File: config.mk
export PLATFORM = sky130hd
export DESIGN_NAME = ball_drop_top
export DESIGN_NICKNAME = d
export VERILOG_FILES = /design/src/hw/game_geom_pkg.sv /design/src/hw/game_ctrl_pkg.sv /design/src/hw/landing_if.sv /design/src/hw/drop_fsm.sv /design/src/hw/ball_sequencer.sv /design/src/hw/ball_mover.sv /design/src/hw/slot_store.sv /design/src/hw/ball_drop_top.sv
export VERILOG_INCLUDE_DIRS = /design/src /design/src/hw
export SDC_FILE = /design/constraint.sdc
export NUM_CORES = 1
export LEC_CHECK = 0
export ABC_CLOCK_PERIOD_IN_PS = 5000
export BUFFER_PORTS_ARGS = -buffer_cell sky130_fd_sc_hd__buf_2
export CORE_AREA = 2 2 169 171
export CTS_BUF_LIST = sky130_fd_sc_hd__clkbuf_8
export DETAILED_ROUTE_END_ITERATION = 6
export DIE_AREA = 0 0 171 173
export PLACE_DENSITY = 0.84
export SYNTH_ARGS = -nofsm -noshare
export SYNTH_HDL_FRONTEND = slang
export SYNTH_SLANG_ARGS = --single-unit
File: constraint.sdc
create_clock -name clk -period 5 [get_ports clk]
set_input_delay 0.75 -clock clk [delete_from_list [all_inputs] [get_ports clk]]
set_output_delay 0.75 -clock clk [all_outputs]
set_load 0.02 [all_outputs]
File: src/hw/game_settings.svh
`ifndef GAME_SETTINGS_SVH
`define GAME_SETTINGS_SVH

// Field edges in pixels.
`define LEFT_BOUND  20
`define RIGHT_BOUND 320
`define UP_BOUND    40
`define FLOOR_Y     240

// Every new ball appears at this x.
`define START_X     170

`define FALL_STEP   3       // Pixels fallen per cycle.

`define NUM_SLOTS   10      // One slot per ball in a game.

// Ball radii in pixels.
`define SIZE_1      5
`define SIZE_2      10
`define SIZE_3      15
`define SIZE_4      20

`define COORD_W     12      // Width of x, y and size.

`endif

File: src/hw/game_geom_pkg.sv
`default_nettype none

`include "game_settings.svh"

package game_geom_pkg;

    // Unsigned pixel value, used for x, y and ball size alike.
    typedef logic [`COORD_W-1:0] coord_t;

    // Record of one landed ball.
    typedef struct packed {
        coord_t x;
        coord_t y;
        coord_t size;       // Radius in pixels.
    } ball_t;

endpackage

`default_nettype wire

File: src/hw/game_ctrl_pkg.sv
`default_nettype none

`include "game_settings.svh"

package game_ctrl_pkg;

    typedef enum logic [1:0] {
        phase_aim,          // Ball moves along the top edge.
        phase_fall,
        phase_land,         // Landing record offered, waiting for ready.
        phase_over
    } phase_t;

    typedef logic [$clog2(`NUM_SLOTS)-1:0] slot_t;

endpackage

`default_nettype wire

File: src/hw/landing_if.sv
`timescale 1ns/1ps
`default_nettype none

// One landing write into the slot store; place is the write strobe.
interface landing_if
    import game_geom_pkg::*, game_ctrl_pkg::*;
();

    logic   place;
    slot_t  slot;
    coord_t x;
    coord_t y;
    coord_t size;

    modport fsm_mp (output place);

    modport seq_mp (input place, output slot, output size);

    modport mover_mp (input place, input size, output x, output y);

    modport store_mp (input place, input slot, input x, input y, input size);

endinterface

`default_nettype wire

File: src/hw/drop_fsm.sv
`timescale 1ns/1ps
`default_nettype none

module drop_fsm
    import game_ctrl_pkg::*;
(
    input  logic       clk,
    input  logic       rst,
    input  logic       drop,
    input  logic       at_floor,
    input  logic       all_placed,
    input  logic       land_ready,
    output phase_t     phase,
    output logic       land_valid,
    output logic       game_over,
    landing_if.fsm_mp  lnd
);

    phase_t phase_next;

    always_ff @(posedge clk) begin
        if (rst) begin
            phase <= phase_aim;
        end else begin
            phase <= phase_next;
        end
    end

    always_comb begin
        phase_next = phase;
        unique case (phase)
            phase_aim: begin
                if (drop) begin
                    phase_next = phase_fall;
                end
            end
            phase_fall: begin
                if (at_floor) begin
                    phase_next = phase_land;
                end
            end
            phase_land: begin
                if (land_ready) begin  // Held here while the sink stalls.
                    phase_next = all_placed ? phase_over : phase_aim;
                end
            end
            phase_over: begin
                phase_next = phase_over;  // Only reset leaves this state.
            end
            default: begin
                phase_next = phase_aim;
            end
        endcase
    end

    assign land_valid = (phase == phase_land);
    assign game_over  = (phase == phase_over);

    // A write happens exactly when the landing record transfers.
    assign lnd.place = land_valid && land_ready;

endmodule

`default_nettype wire

File: src/hw/ball_sequencer.sv
`timescale 1ns/1ps
`default_nettype none

`include "game_settings.svh"

module ball_sequencer
    import game_geom_pkg::*, game_ctrl_pkg::*;
(
    input  logic       clk,
    input  logic       rst,
    landing_if.seq_mp  lnd,
    output logic       all_placed
);

    // Ball radius for each slot, in drop order.
    localparam coord_t SIZE_SEQ [`NUM_SLOTS] = '{
        coord_t'(`SIZE_3), coord_t'(`SIZE_2), coord_t'(`SIZE_1), coord_t'(`SIZE_4),
        coord_t'(`SIZE_2), coord_t'(`SIZE_3), coord_t'(`SIZE_1), coord_t'(`SIZE_3),
        coord_t'(`SIZE_1), coord_t'(`SIZE_1)
    };

    localparam slot_t LAST_SLOT = slot_t'(`NUM_SLOTS - 1);

    slot_t count;   // Balls placed so far, also the slot of the current ball.

    always_ff @(posedge clk) begin
        if (rst) begin
            count <= '0;
        end else if (lnd.place && count <= LAST_SLOT) begin
            count <= count + 1'b1;
        end
    end

    assign lnd.slot = count;

    // No ball is left once every slot is used.
    assign lnd.size = (count <= LAST_SLOT) ? SIZE_SEQ[count] : '0;

    // The pending place is the one for the last slot.
    assign all_placed = (count == LAST_SLOT);

endmodule

`default_nettype wire

File: src/hw/ball_mover.sv
`timescale 1ns/1ps
`default_nettype none

`include "game_settings.svh"

module ball_mover
    import game_geom_pkg::*, game_ctrl_pkg::*;
(
    input  logic         clk,
    input  logic         rst,
    input  logic         left,
    input  logic         right,
    input  phase_t       phase,
    landing_if.mover_mp  lnd,
    output logic         at_floor,
    output coord_t       aim_x
);

    coord_t x;
    coord_t y;
    coord_t x_min;
    coord_t x_max;
    coord_t y_top;
    coord_t y_floor;
    coord_t y_step;

    // The ball must stay fully inside the field, so every limit depends on its size.
    assign x_min   = coord_t'(`LEFT_BOUND) + lnd.size;
    assign x_max   = coord_t'(`RIGHT_BOUND) - lnd.size;
    assign y_top   = coord_t'(`UP_BOUND) - lnd.size;
    assign y_floor = coord_t'(`FLOOR_Y) - lnd.size;
    assign y_step  = y + coord_t'(`FALL_STEP);

    always_ff @(posedge clk) begin
        if (rst) begin
            x <= coord_t'(`START_X);
            y <= y_top;
        end else begin
            unique case (phase)
                phase_aim: begin
                    y <= y_top;
                    if (left) begin  // Left wins when both are pressed.
                        if (x > x_min) begin
                            x <= x - 1'b1;
                        end
                    end else if (right) begin
                        if (x < x_max) begin
                            x <= x + 1'b1;
                        end
                    end
                end
                phase_fall: begin
                    y <= (y_step >= y_floor) ? y_floor : y_step;  // Last step is clamped.
                end
                phase_land: begin
                    if (lnd.place) begin
                        x <= coord_t'(`START_X);  // Next ball starts in the middle.
                    end
                end
                default: begin
                end
            endcase
        end
    end

    assign at_floor = (phase == phase_fall) && (y == y_floor);

    assign lnd.x = x;
    assign lnd.y = y;
    assign aim_x = x;

endmodule

`default_nettype wire

File: src/hw/slot_store.sv
`timescale 1ns/1ps
`default_nettype none

`include "game_settings.svh"

module slot_store
    import game_geom_pkg::*, game_ctrl_pkg::*;
(
    input  logic         clk,
    input  logic         rst,
    landing_if.store_mp  lnd,
    input  slot_t        rd_slot,
    output ball_t        rd_ball
);

    localparam slot_t LAST_SLOT = slot_t'(`NUM_SLOTS - 1);

    ball_t slots [`NUM_SLOTS];

    always_ff @(posedge clk) begin
        if (rst) begin
            for (int i = 0; i < `NUM_SLOTS; i++) begin
                slots[i] <= '0;  // Empty slots read as zero.
            end
        end else if (lnd.place && lnd.slot <= LAST_SLOT) begin
            slots[lnd.slot] <= '{x: lnd.x, y: lnd.y, size: lnd.size};
        end
    end

    // Indexes past the last slot read zero.
    assign rd_ball = (rd_slot <= LAST_SLOT) ? slots[rd_slot] : '0;

endmodule

`default_nettype wire

File: src/hw/ball_drop_top.sv
`timescale 1ns/1ps
`default_nettype none

module ball_drop_top
    import game_geom_pkg::*, game_ctrl_pkg::*;
(
    input  logic   clk,
    input  logic   rst,
    input  logic   left,
    input  logic   right,
    input  logic   drop,
    input  logic   land_ready,
    input  slot_t  rd_slot,
    output logic   land_valid,
    output logic   game_over,
    output slot_t  land_slot,
    output coord_t land_x,
    output coord_t land_y,
    output coord_t land_size,
    output coord_t aim_x,
    output coord_t rd_x,
    output coord_t rd_y,
    output coord_t rd_size
);

    phase_t phase;
    logic   at_floor;
    logic   all_placed;
    ball_t  rd_ball;

    landing_if lnd ();

    drop_fsm drop_fsm_i (
        .clk        (clk),
        .rst        (rst),
        .drop       (drop),
        .at_floor   (at_floor),
        .all_placed (all_placed),
        .land_ready (land_ready),
        .phase      (phase),
        .land_valid (land_valid),
        .game_over  (game_over),
        .lnd        (lnd.fsm_mp)
    );

    ball_sequencer ball_sequencer_i (
        .clk        (clk),
        .rst        (rst),
        .lnd        (lnd.seq_mp),
        .all_placed (all_placed)
    );

    ball_mover ball_mover_i (
        .clk      (clk),
        .rst      (rst),
        .left     (left),
        .right    (right),
        .phase    (phase),
        .lnd      (lnd.mover_mp),
        .at_floor (at_floor),
        .aim_x    (aim_x)
    );

    slot_store slot_store_i (
        .clk     (clk),
        .rst     (rst),
        .lnd     (lnd.store_mp),
        .rd_slot (rd_slot),
        .rd_ball (rd_ball)
    );

    // The landing record is the pending slot write.
    assign land_slot = lnd.slot;
    assign land_x    = lnd.x;
    assign land_y    = lnd.y;
    assign land_size = lnd.size;

    assign rd_x    = rd_ball.x;
    assign rd_y    = rd_ball.y;
    assign rd_size = rd_ball.size;

endmodule

`default_nettype wire

==> results.sh <==
export IMPL_outcome="completed"
export IMPL_cts_resized=0
export IMPL_crit_top_cell="ha_1"
export IMPL_die_area_um2=29600
export IMPL_slew_headroom_pct=20.1
export IMPL_final_cell_mix="292 x edfxtp_1, 242 x nor2_1, 84 x buf_2"
export IMPL_drv_cap=0
export IMPL_crit_family="simple AND/OR/NAND/NOR gates"
export IMPL_power_frac_seq_pct=52.4
export IMPL_netlist_area_um2=15100
export IMPL_grt_antenna_before_repair=0
export IMPL_worstRegToRegCells=16
export IMPL_hold_viol_final=0
export IMPL_whs_path_depth=4
export IMPL_grt_pass1_vias=10080
export IMPL_synthFlopType="edfxtp_1"
export IMPL_cts_num_sinks=310
export IMPL_worstMarginPinSlew_ns=1.19
export IMPL_insertion_delay_ns=0.56
export IMPL_rsz0062_at_grt="no"
export IMPL_cpMaxStageDelayCell="dfxtp_1"
export IMPL_combPwrFrac_pct=14.6
export IMPL_timing_rr_start="ball_sequencer_i.lnd.slot[1]$_SDFFE_PP0P_"
export IMPL_area_growth_pct=10.4
export IMPL_finalPower_mw=5.87
export IMPL_yosys_warnings=0
export IMPL_std_cell_rows=61
export IMPL_die_w_um=171
export IMPL_nets=1323
export IMPL_cts_buffers_inserted=45
export IMPL_syn_instance_count=1182
export IMPL_synth_edf_count=292
export IMPL_critPathRequiredTime_ns=5.47
export IMPL_ir_drop_v=0.000248
export IMPL_critPathLaunchType="flop"
export IMPL_path_cells="inv_1, ha_1, nor3b_1, a221oi_4, inv_1, ha_1, nand3_1, nand2_1, ha_1, o21a_1, o211ai_1, a21oi_1, o221ai_1, nand2_1, or3_1, a21oi_1"
export IMPL_wl_per_cell_um=21.4
export IMPL_powerDensity_nw_per_um2=352
export IMPL_yosysUniqueCellTypes=73
export IMPL_path_max_fanout=14
export IMPL_cts_tree="done"
export IMPL_antennaDiodeCount=0
export IMPL_path_class="flop to flop"
export IMPL_arrival_ns=4.64
export IMPL_critPathCaptureType="flop"
export IMPL_route_vias_total=10099
export IMPL_r2r_end="ball_mover_i.aim_x[6]$_SDFFE_PP0P_"
export IMPL_fill_cells=2065
export IMPL_min_from="drop"
export IMPL_fmax_mhz=239
export IMPL_min_to="drop_fsm_i.phase[0]$_SDFFE_PP0P_"
export IMPL_cts_htree_levels=2
export IMPL_drt_initial_drc_count=1279
export IMPL_setup_violations=0
export IMPL_initial_utilization_pct=54.7
export IMPL_clock_skew_ns=0.0271
export IMPL_boundaryPins=100
export IMPL_grt_max_degree=44
export IMPL_p_leak_nw=6.37
export IMPL_die_h_um=173
export IMPL_setup_tns_final_ns=0
export IMPL_drc=0
export IMPL_dr_pass1_iters=5
export IMPL_cpPeakStageDelay_ns=0.55
export IMPL_worst_hold_slack_ns=0.590
export IMPL_cts_root_buf="clkbuf_8"
export IMPL_clkPwrFrac_pct=33.0
export IMPL_period_share_pct=83.5
export IMPL_async_reset_ff_share_pct=0
export IMPL_internal_power_mw=4.30
export IMPL_syn_area_per_cell_um2=12.8
export IMPL_clockBufferDepth=3
export IMPL_place_hpwl_mm=23.1
export IMPL_viasPerCell=6.00
export IMPL_postCtsSetupRepairBufs=0
export IMPL_swShare_pct=26.8
export IMPL_gp_congestion=0.873
export IMPL_worst_path_buf_inv=2
export IMPL_ys_ff_latch=310
export IMPL_netSwitchingPower_mw=1.57
export IMPL_clkTransAtPathRegs_ns=0.06
export IMPL_drive_above_1_share_pct=21.8
export IMPL_core_um2=27600
export IMPL_io_buffers=85
export IMPL_gr_total_overflow=0
export IMPL_gr_usage_all_layers_pct=24.5
export IMPL_finalMaxSlewViolations=0
export IMPL_drt_total_wl_mm=36.0
export IMPL_yosysSeqAreaShare_pct=60.4
export IMPL_final_common_cell="edfxtp_1"
export IMPL_cts_hold_fix_buffers=0
export IMPL_ant_nets=0
export IMPL_period_needed_ns=4.18
export IMPL_grt_pass1_wl_mm=55.4
export IMPL_worstHoldPathType="input pin to flop"
export IMPL_ff2ff_setup_slack_ns=0.82
-- flip-flops by register name, indices dropped and copies added (netlist names) --
register                   cells
ball_sequencer_i.lnd.slot      4
ball_mover_i.aim_x            12
ball_mover_i.lnd.y            12
slot_store_i.slots           280
drop_fsm_i.phase               2
-- power by group through the flow --
stage	logic, mW	registers (mW)	clock network, mW
floorplan	0.634	3.11	0
detailed placement	0.854	3.13	0
finish	0.859	3.08	1.94
global route	0.932	3.09	2.05
global placement	0.836	3.12	0
CTS	0.858	3.07	1.95
-- cells in the mapped netlist, types with 3 or more instances --
master / instances / area (µm²)
a211oi_1: 4 / 30.0
a21o_1: 4 / 30.0
a21oi_1: 53 / 265
a221oi_1: 29 / 254
a22oi_1: 3 / 22.5
a31oi_1: 4 / 25.0
and2_1: 21 / 131
buf_1: 6 / 22.5
buf_2: 15 / 75.1
buf_4: 33 / 248
clkbuf_1: 40 / 150
dfxtp_1: 18 / 360
edfxtp_1: 292 / 8770
ha_1: 41 / 513
inv_1: 55 / 206
mux2_2: 28 / 315
mux2i_1: 8 / 80.1
mux4_2: 56 / 1260
nand2_1: 68 / 255
nand2_2: 9 / 56.3
nand2b_1: 14 / 87.6
nand3_1: 11 / 55.1
nand4_1: 6 / 37.5
nor2_1: 243 / 912
nor2_2: 4 / 25.0
nor3_1: 18 / 90.1
nor3b_1: 3 / 22.5
o21a_1: 6 / 45.0
o21ai_0: 11 / 55.1
o21bai_1: 4 / 30.0
or2_2: 3 / 18.8
or3_1: 4 / 25.0
or4_1: 3 / 22.5
xnor2_1: 13 / 114
xor2_1: 8 / 70.1
-- cell type report --
| cell class | instances | area (µm²) | area share [%] |
|---|---|---|---|
| inverters | 56 | 210 | 1.26 |
| clock inverters | 36 | 221 | 1.33 |
| multi-input cells | 742 | 5350 | 32.1 |
| clock buffers | 46 | 633 | 3.79 |
| well taps | 378 | 473 | 2.83 |
| repair buffers | 116 | 673 | 4.03 |
| flip-flops and latches | 310 | 9130 | 54.7 |
-- tightest hold or removal path, delay by kind of cell --
kind / cells / cell delay [ns]
compound gates: 2 / 0.17
buf+inv: 1 / 0.10
simple gates: 1 / 0.08
-- metal layers --
layer | global-route usage [%] | part of all wire [%] | vias to the layer above
met5 | 0 | 0 | -
met4 | 10.1 | 3.2 | 0
met2 | 39.9 | 49 | 600
met1 | 32.8 | 39 | 4945
met3 | 4.05 | 8.9 | 105
li1 | - | - | 4449
-- worst max-delay path by stage --
stage                     slack (ns)  depth (start not counted)                                       from                            endpoint
after floorplan                 1.12                         17  ball_sequencer_i.lnd.slot[1]$_SDFFE_PP0P_  ball_mover_i.aim_x[4]$_SDFFE_PP0P_
after global placement          0.97                         16  ball_sequencer_i.lnd.slot[1]$_SDFFE_PP0P_  ball_mover_i.aim_x[6]$_SDFFE_PP0P_
after detailed placement        0.85                         16  ball_sequencer_i.lnd.slot[1]$_SDFFE_PP0P_  ball_mover_i.aim_x[6]$_SDFFE_PP0P_
after CTS                       0.84                         16  ball_sequencer_i.lnd.slot[1]$_SDFFE_PP0P_  ball_mover_i.aim_x[6]$_SDFFE_PP0P_
after global routing            0.51                         16  ball_sequencer_i.lnd.slot[1]$_SDFFE_PP0P_  ball_mover_i.aim_x[6]$_SDFFE_PP0P_
final                           0.82                         16  ball_sequencer_i.lnd.slot[1]$_SDFFE_PP0P_  ball_mover_i.aim_x[6]$_SDFFE_PP0P_
-- metrics by stage --
stage / cells / worst slack [ns] / area [µm²] / utilization (%)
after floorplan: 1205 / 1.12 / 15200 / -
after global placement: 1602 / 0.970 / 15800 / 57.3
after detailed placement: 1602 / 0.855 / 15800 / 57.3
after CTS: 1684 / 0.840 / 16700 / 60.4
after global routing: 1684 / 0.515 / 16700 / 60.4
final: 1684 / 0.824 / 16700 / 60.4
-- cell families after synthesis --
family / count (synthesis) / share of synthesized area (%)
AND/OR/NAND/NOR: 422 / 12.4
flip-flops: 310 / 60.4
buffers and inverters: 153 / 4.85
AO/OA/AOI/OAI: 139 / 6.49
multiplexers: 92 / 11.0
adder cells (fa/ha/maj): 42 / 3.53
XOR/XNOR: 23 / 1.43
other: 1 / 0.0248
(Power assumes the default switching activity.)
